`src/hdl/pix_pkg.sv`:
```
package pix_pkg;

    // token type carried with every stream word.
    typedef enum logic [3:0] {
        dtype_header      = 4'h0,
        dtype_frame_start = 4'h1,
        dtype_frame_end   = 4'h2,
        dtype_row_start   = 4'h3,
        dtype_row_end     = 4'h4,
        dtype_pixel       = 4'h8
    } dtype_t;

    // what the decode stage reports for each token.
    // header words decode as kind_other.
    typedef enum logic [2:0] {
        kind_other       = 3'd0,
        kind_frame_start = 3'd1,
        kind_frame_end   = 3'd2,
        kind_row_start   = 3'd3,
        kind_row_end     = 3'd4,
        kind_pixel       = 3'd5
    } kind_t;

    // filter sequencing.
    typedef enum logic [1:0] {
        st_pass    = 2'd0, // tokens outside rows go straight through.
        st_row     = 2'd1, // pixels are delayed by one slot.
        st_row_end = 2'd2  // row end goes out after the last pixel.
    } filt_state_t;

    // width of the per-frame defect and row counters.
    localparam int count_width = 16;

endpackage

```
`src/hdl/stream_decode.sv`:
```
`timescale 1ns/10ps

module stream_decode #(
    parameter int DATA_WIDTH = 16
) (
    input  logic                  clk,
    input  logic                  resetb,
    input  logic                  dvi,
    input  logic [DATA_WIDTH-1:0] datai,
    input  pix_pkg::dtype_t       dtypei,
    output logic                  dec_dv,
    output logic [DATA_WIDTH-1:0] dec_data,
    output pix_pkg::kind_t        dec_kind,
    output logic                  frame_error
);

    import pix_pkg::*;

    logic  in_frame;
    logic  in_row;
    kind_t kind;
    logic  violation;

    function automatic kind_t classify(input dtype_t t);
        case (t)
            dtype_frame_start: return kind_frame_start;
            dtype_frame_end:   return kind_frame_end;
            dtype_row_start:   return kind_row_start;
            dtype_row_end:     return kind_row_end;
            dtype_pixel:       return kind_pixel;
            default:           return kind_other;
        endcase
    endfunction

    assign kind = classify(dtypei);

    // framing order checks.
    assign violation = dvi && (((kind == kind_pixel) && !in_row) ||
                               ((kind == kind_row_start) && in_row) ||
                               ((kind == kind_frame_end) && in_row) ||
                               ((kind == kind_frame_start) && in_frame));

    always_ff @(posedge clk or negedge resetb) begin
        if (!resetb) begin
            dec_dv      <= 1'b0;
            dec_kind    <= kind_other;
            in_frame    <= 1'b0;
            in_row      <= 1'b0;
            frame_error <= 1'b0;
        end else begin
            dec_dv <= dvi;
            if (dvi) begin
                dec_kind <= kind;
                case (kind)
                    kind_frame_start: in_frame <= 1'b1;
                    kind_frame_end: begin
                        in_frame <= 1'b0;
                        in_row   <= 1'b0;
                    end
                    kind_row_start:   in_row <= 1'b1;
                    kind_row_end:     in_row <= 1'b0;
                    default: ;
                endcase
            end
            if (violation) frame_error <= 1'b1; // sticky until reset.
        end
    end

    always_ff @(posedge clk) begin
        if (dvi) dec_data <= datai;
    end

    a_legal_dtype: assert property (
        @(posedge clk) disable iff (!resetb)
        dvi |-> dtypei inside {dtype_header, dtype_frame_start, dtype_frame_end,
                               dtype_row_start, dtype_row_end, dtype_pixel}
    ) else $error("illegal token type on input stream.");

endmodule

```
`src/hdl/defect_filter.sv`:
```
`timescale 1ns/10ps

module defect_filter #(
    parameter int DATA_WIDTH = 16
) (
    input  logic                         clk,
    input  logic                         resetb,
    input  logic                         en,
    input  logic signed [DATA_WIDTH-1:0] threshold_upper,
    input  logic signed [DATA_WIDTH-1:0] threshold_lower,
    input  logic                         dec_dv,
    input  logic [DATA_WIDTH-1:0]        dec_data,
    input  pix_pkg::kind_t               dec_kind,
    output logic                         dvo,
    output logic [DATA_WIDTH-1:0]        datao,
    output pix_pkg::dtype_t              dtypeo,
    output logic                         defect
);

    import pix_pkg::*;

    filt_state_t state;
    logic [1:0]  pix_cnt;              // pixels seen in the row, saturates at 2.

    // mid_q holds whatever token is waiting for its slot.
    logic [DATA_WIDTH-1:0] mid_q;
    logic [DATA_WIDTH-1:0] left_q;     // last pixel emitted in this row.

    logic signed [DATA_WIDTH-1:0] d1;
    logic signed [DATA_WIDTH-1:0] d2;
    logic signed [DATA_WIDTH-1:0] neg_lower;
    logic [DATA_WIDTH:0]          sum;
    logic [DATA_WIDTH-1:0]        mean;
    logic [DATA_WIDTH-1:0]        out_pix;
    logic                         hot;
    logic                         cold;
    logic                         check;
    logic                         is_defect;
    logic                         row_tok;

    function automatic dtype_t kind_to_dtype(input kind_t k);
        case (k)
            kind_frame_start: return dtype_frame_start;
            kind_frame_end:   return dtype_frame_end;
            kind_row_start:   return dtype_row_start;
            kind_row_end:     return dtype_row_end;
            kind_pixel:       return dtype_pixel;
            default:          return dtype_header;
        endcase
    endfunction

    assign d1        = mid_q - dec_data; // positive when right is darker.
    assign d2        = mid_q - left_q;   // positive when left is darker.
    assign neg_lower = -threshold_lower;

    assign sum  = {1'b0, left_q} + {1'b0, dec_data};
    assign mean = sum[DATA_WIDTH:1];

    assign hot   = (d1 > threshold_upper) && (d2 > threshold_upper);
    assign cold  = (d1 < neg_lower) && (d2 < neg_lower);
    // only a pixel with both neighbours in the row is checked.
    assign check = (state == st_row) && dec_dv && (dec_kind == kind_pixel) &&
                   (pix_cnt == 2'd2);
    assign is_defect = check && (hot || cold);

    assign out_pix = (is_defect && en) ? mean : mid_q;

    assign row_tok = dec_dv && ((dec_kind == kind_pixel) || (dec_kind == kind_row_end));

    always_ff @(posedge clk or negedge resetb) begin
        if (!resetb) begin
            state   <= st_pass;
            pix_cnt <= 2'd0;
            dvo     <= 1'b0;
            defect  <= 1'b0;
        end else begin
            dvo    <= 1'b0;
            defect <= 1'b0;
            case (state)
                st_pass: begin
                    if (dec_dv && (dec_kind == kind_row_start)) begin
                        state   <= st_row; // row start waits for the first pixel.
                        pix_cnt <= 2'd0;
                    end else begin
                        dvo <= dec_dv;
                    end
                end
                st_row: begin
                    if (dec_dv && (dec_kind == kind_pixel)) begin
                        dvo    <= 1'b1;
                        defect <= is_defect;
                        if (pix_cnt != 2'd2) pix_cnt <= pix_cnt + 2'd1;
                    end else if (dec_dv && (dec_kind == kind_row_end)) begin
                        dvo   <= 1'b1;
                        state <= st_row_end;
                    end
                end
                st_row_end: begin
                    dvo   <= 1'b1;
                    state <= st_pass;
                end
                default: state <= st_pass;
            endcase
        end
    end

    always_ff @(posedge clk) begin
        case (state)
            st_pass: begin
                if (dec_dv) begin
                    datao  <= dec_data;
                    dtypeo <= kind_to_dtype(dec_kind);
                    mid_q  <= dec_data;
                end
            end
            st_row: begin
                if (row_tok) begin
                    mid_q <= dec_data;
                    if (pix_cnt == 2'd0) begin
                        datao  <= mid_q;  // held row start goes out now.
                        dtypeo <= dtype_row_start;
                    end else begin
                        datao  <= out_pix;
                        dtypeo <= dtype_pixel;
                        left_q <= out_pix;
                    end
                end
            end
            st_row_end: begin
                datao  <= mid_q;
                dtypeo <= dtype_row_end;
            end
            default: ;
        endcase
    end

    // the source must idle for a cycle after every row end.
    a_idle_after_row_end: assert property (
        @(posedge clk) disable iff (!resetb)
        (state == st_row_end) |-> !dec_dv
    ) else $error("token arrived while row end was still pending.");

endmodule

```
`src/hdl/frame_stats.sv`:
```
`timescale 1ns/10ps

module frame_stats (
    input  logic                            clk,
    input  logic                            resetb,
    input  logic                            dvo,
    input  pix_pkg::dtype_t                 dtypeo,
    input  logic                            defect,
    output logic [pix_pkg::count_width-1:0] defect_count,
    output logic [pix_pkg::count_width-1:0] row_count,
    output logic                            stats_valid
);

    import pix_pkg::*;

    logic [count_width-1:0] cur_defects;
    logic [count_width-1:0] cur_rows;
    logic                   in_row;

    logic ev_frame_start;
    logic ev_frame_end;
    logic ev_row_start;
    logic ev_row_end;

    assign ev_frame_start = dvo && (dtypeo == dtype_frame_start);
    assign ev_frame_end   = dvo && (dtypeo == dtype_frame_end);
    assign ev_row_start   = dvo && (dtypeo == dtype_row_start);
    assign ev_row_end     = dvo && (dtypeo == dtype_row_end);

    always_ff @(posedge clk or negedge resetb) begin
        if (!resetb) begin
            cur_defects  <= '0;
            cur_rows     <= '0;
            in_row       <= 1'b0;
            defect_count <= '0;
            row_count    <= '0;
            stats_valid  <= 1'b0;
        end else begin
            stats_valid <= 1'b0;

            if (ev_frame_start) begin
                cur_defects <= '0;
                cur_rows    <= '0;
            end else begin
                if (defect && (cur_defects != '1)) cur_defects <= cur_defects + 1'b1;
                if (ev_row_end && (cur_rows != '1)) cur_rows <= cur_rows + 1'b1;
            end

            if (ev_row_start) begin
                in_row <= 1'b1;
            end else if (ev_row_end) begin
                in_row <= 1'b0;
            end

            // publish the finished frame.
            if (ev_frame_end) begin
                defect_count <= cur_defects;
                row_count    <= cur_rows;
                stats_valid  <= 1'b1;
            end
        end
    end

    // a defect always rides on a pixel after the row start went out.
    a_defect_in_row: assert property (
        @(posedge clk) disable iff (!resetb)
        defect |-> (in_row && dvo && (dtypeo == dtype_pixel))
    ) else $error("defect pulse outside a row.");

endmodule

```
`src/hdl/pixel_pipe_top.sv`:
```
`timescale 1ns/10ps

module pixel_pipe_top #(
    parameter int DATA_WIDTH = 16
) (
    input  logic                            clk,
    input  logic                            resetb,
    input  logic                            dvi,
    input  logic [DATA_WIDTH-1:0]           datai,
    input  pix_pkg::dtype_t                 dtypei,
    input  logic                            en,
    input  logic signed [DATA_WIDTH-1:0]    threshold_upper,
    input  logic signed [DATA_WIDTH-1:0]    threshold_lower,
    output logic                            dvo,
    output logic [DATA_WIDTH-1:0]           datao,
    output pix_pkg::dtype_t                 dtypeo,
    output logic                            defect,
    output logic [pix_pkg::count_width-1:0] defect_count,
    output logic [pix_pkg::count_width-1:0] row_count,
    output logic                            stats_valid,
    output logic                            frame_error
);

    import pix_pkg::*;

    logic                  dec_dv;
    logic [DATA_WIDTH-1:0] dec_data;
    kind_t                 dec_kind;

    stream_decode #(.DATA_WIDTH(DATA_WIDTH)) u_decode (
        .clk         (clk),
        .resetb      (resetb),
        .dvi         (dvi),
        .datai       (datai),
        .dtypei      (dtypei),
        .dec_dv      (dec_dv),
        .dec_data    (dec_data),
        .dec_kind    (dec_kind),
        .frame_error (frame_error)
    );

    defect_filter #(.DATA_WIDTH(DATA_WIDTH)) u_filter (
        .clk             (clk),
        .resetb          (resetb),
        .en              (en),
        .threshold_upper (threshold_upper),
        .threshold_lower (threshold_lower),
        .dec_dv          (dec_dv),
        .dec_data        (dec_data),
        .dec_kind        (dec_kind),
        .dvo             (dvo),
        .datao           (datao),
        .dtypeo          (dtypeo),
        .defect          (defect)
    );

    // counts only what the filter emitted.
    frame_stats u_stats (
        .clk          (clk),
        .resetb       (resetb),
        .dvo          (dvo),
        .dtypeo       (dtypeo),
        .defect       (defect),
        .defect_count (defect_count),
        .row_count    (row_count),
        .stats_valid  (stats_valid)
    );

endmodule

```
`config.mk`:
```
export PLATFORM = sky130hd
export DESIGN_NAME = pixel_pipe_top
export DESIGN_NICKNAME = d
export VERILOG_FILES = /design/src/hdl/pix_pkg.sv /design/src/hdl/stream_decode.sv /design/src/hdl/defect_filter.sv /design/src/hdl/frame_stats.sv /design/src/hdl/pixel_pipe_top.sv
export SDC_FILE = /design/constraint.sdc
export NUM_CORES = 1
export LEC_CHECK = 0
export ABC_AREA = 1
export BUFFER_PORTS_ARGS = -buffer_cell sky130_fd_sc_hd__buf_2
export CORE_MARGIN = 1.5
export CORE_UTILIZATION = 55
export CTS_CLUSTER_SIZE = 8
export DETAILED_ROUTE_END_ITERATION = 12
export PLACE_DENSITY = 0.76
export SLEW_MARGIN = 10
export SYNTH_ARGS = -nofsm -noshare
export SYNTH_HDL_FRONTEND = slang
export SYNTH_SLANG_ARGS = --single-unit
```
`constraint.sdc`:
```
create_clock -name clk -period 5.8 [get_ports clk]
set_clock_uncertainty 0.05 [all_clocks]
set_input_delay 1.16 -clock clk [delete_from_list [all_inputs] [get_ports clk]]
set_output_delay 1.16 -clock clk [all_outputs]
set_load 0.005 [all_outputs]
```
==> summary.md <==
| Metric | Value |
|---|---|
| Pre-CTS worst setup slack | `0.594 ns` |
| Fin nets | `1526` |
| Cell variety after synth | `46` |
| Post-synth ARST share | `53.4%` |
| Post-CTS setup buffer count | `0` |
| Final Setup Violations | `0` |
| Routability Congestion | `0.915` |
| CTS max path bufs | `2` |
| Chip Height | `138 um` |
| Crit path kind | `register to register` |
| CTS tree | `yes` |
| LEAKAGE | `0.00576 uW` |
| Worst VDD drop | `0.303 mV` |
| Max-slew headroom | `35.4%` |
| Largest net degree at the start of global routing | `79` |
| Post-synthesis sequential area ratio | `39.6%` |
| WL/cell | `14.8 um` |
| HPWL Detailed | `17700 um` |
| Post-route ant nets | `0` |
| Root buffer cell | `clkbuf_16` |
| # hold bufs at CTS | `0` |
| Total GRT Usage | `25.3%` |
| CTS resizes | `0` |
| Top cell by count, worst path | `nand2_1` |
| Post-synth EDFFs | `68` |
| Crit path DAT | `5.09 ns` |
| Via count | `8576` |
| CP endpoint kind | `register` |
| DRC | `0` |
| Crit Path Max Fanout | `28` |
| Max-Cap Viols | `0` |
| Worst setup SP type | `register` |
| Slowest stage delay, CP | `0.47 ns` |
| Fin Setup TNS | `0 ns` |
| Peak Freq | `0.202 GHz` |
| Outcome | `complete, no violations` |
| Slew @ Worst Pin | `0.969 ns` |
| Synth Net Count | `1408` |
| Clock transition at path regs | `0.07 ns` |
| Initial DRC count | `714` |
| Critical-path top delay cell | `edfxtp_1` |
| Top post-synthesis cells by area | `edfxtp_1, dfrtp_1, ha_1, nand2_1, inv_1` |
| Critical path's top delay family | `simple AND/OR/NAND/NOR gates` |
| Post-synth top area cell | `edfxtp_1` |
| Top_reg_cell synth | `dfrtp_1` |
| Pre-Repair DR Iteration Count | `5` |
| Period utilization | `85.6%` |
| Vias in the first global route | `8103` |
| Synth top area share | `20.3%` |
| Diodes inserted | `0` |
| Drt total wl | `23500 um` |
| Layout area overhead | `13.8%` |
| Share of post-route cells with drive strength above 1 | `12.5%` |
| Final worst slack | `0.838 ns` |
| Final Hold Fails | `0` |
| Post-Syn Instances | `1233` |
| Synth Warn # | `0` |
| Io pins | `112` |
| Initial Util | `56.1%` |
| Die Area | `0.0191 mm^2` |
| TritonCTS Buffers | `17` |
| CTS Sinks | `146` |
| Via density | `5.39` |
| Clock Latency Late Sink | `0.43 ns` |
| Core area | `0.0180 mm^2` |
| Worst hold-check path type | `register to register` |
| Cells along the critical path | `ha_1, a21o_2, a31oi_1, o21ai_0, a21boi_0, o21ai_0, a21oi_1, xor2_1, ha_1, nand2_1, nor2_1, nand2_1, nor2_1, nand2_1, nand3_1, nand2_1, inv_1, nand2_1, nand2_2, nand3_4, nand2_1, o21ai_0, nand2_1, nand3_1` |
| Initial antenna violation count | `0` |
| Die Wd | `138 um` |
| Post-synthesis register bit count | `146` |
| I/O Buffers | `111` |
| Crit path required time | `5.93 ns` |
| GR Overflow Total | `0` |
| CTS H-tree depth | `4` |
| # rows | `49` |
| Commonest cells in the netlist | `nand2_1, inv_1, ha_1` |
| Mapped Area | `0.0101 mm^2` |
| Buf+Inv Stages, Crit Path | `1` |
| Slew Viols, Final | `0` |
| First-pass GRT wire length | `39100 um` |
| Pwr Density | `428 mW/mm^2` |
| Unrepaired setup endpoints after global routing | `false` |
| Most frequent cell after synthesis | `nand2_1` |
| Avg Cell Area, Syn | `8.17 um^2` |
| PnR Total Power | `4910 uW` |
| Final Critical Period | `4.96 ns` |
## path summary, 6_finish.rpt
kind,start,endpoint,slack (ns),cells past startpoint
max,u_filter.mid_q[2],u_filter.datao[6],0.84,24
min,u_stats.defect_count[4],u_stats.defect_count[4],0.41,2
max reg2reg,u_filter.mid_q[2],u_filter.datao[6],0.84,24
min reg2reg,u_stats.defect_count[4],u_stats.defect_count[4],0.41,2
max in group asynchronous,resetb,u_decode.in_row,4.23,1
min in group asynchronous,resetb,u_stats.defect_count[7],0.82,1
## cells in the final DEF, fill, tap and decap left out, types with 2 or more instances in the layout
cell       synthesis  routed
o21ai_2            3       3
nand2_2            2       2
inv_1            178     178
nor2_1            67      66
a221oi_1           2       2
fa_1               3       3
a31oi_1            8       8
a21oi_1          102     101
nor3_2             4       4
clkinv_1           2       2
a211oi_1           2       2
a21o_1             5       5
edfxtp_1          68      68
nand4_1           16      16
buf_2              0     110
buf_4              0       6
clkbuf_16          0      18
a21boi_0           2       2
dfrtp_1           78      78
nand3b_1           2       2
xnor2_1           11      11
inv_2              4       4
inv_6              0       3
nand2_1          284     284
nor4_1             4       4
nor3_1            27      27
nand3_1           63      63
o21bai_1           2       2
xor2_1            45      45
o21a_1             5       5
a21oi_2            1       2
o31ai_1            5       5
inv_4              0       3
clkinv_4           0       2
ha_1             116     116
o21ai_0           92      92
clkbuf_8           0       5
## sequential cells by signal, summed over array words and instances, names as in the netlist, 3 cells and up
signal,flops
u_decode.dec_data,16
u_filter.datao,16
u_filter.left_q,16
u_filter.mid_q,16
u_stats.cur_defects,16
u_stats.cur_rows,16
u_stats.defect_count,16
u_stats.row_count,16
u_filter.dtypeo,4
u_decode.dec_kind,3
## layout make-up
class | count | area (um^2)
Fill cell | 1530 | 6490
Tap cell | 229 | 287
Timing Repair Buffer | 116 | 596
Inverter | 184 | 691
Sequential cell | 146 | 3990
Multi-Input combinational cell | 886 | 5320
Clock buffer | 23 | 519
Clock inverter | 8 | 62.6
## per-layer routing
layer / GRT usage (%) / wire length (um) / vias to the layer above
met5: 0 / 0 / -
met4: 6.81 / 323 / 0
met3: 4.26 / 1550 / 31
met2: 43.1 / 11400 / 277
met1: 33.7 / 10300 / 3895
li1: - / - / 4373
## cells by family after synthesis
kind of cell / count (synthesis) / synth area share [%]
AO/OA/AOI/OAI: 235 / 12.7
XOR/XNOR: 56 / 4.87
adder cells (fa/ha/maj): 119 / 15.0
buffers and inverters: 201 / 7.63
flip-flops: 146 / 39.6
AND/OR/NAND/NOR: 476 / 20.2
## stage by stage
stage,instance area [um^2],util (%),instances,hold slack (ns)
final,11500,63.9,1592,0.414
after global routing,11500,63.9,1592,0.443
after CTS,11500,63.9,1592,0.419
after detailed placement,10900,60.6,1561,0.404
after global placement,10900,60.6,1561,0.402
after floorplan,10100,-,1233,0.415
## power by group
part	total, uW	internal, uW	switching (uW)
clock	1070	633	438
sequential	1470	1340	136
combinational	2360	859	1500
## tightest hold or removal path: stages, from the launching register on
cell	delay, ns
dfrtp_1	0.34
nand2_1	0.05
nand2_1	0.05
No activity file was read; power rests on OpenSTA's default activity.
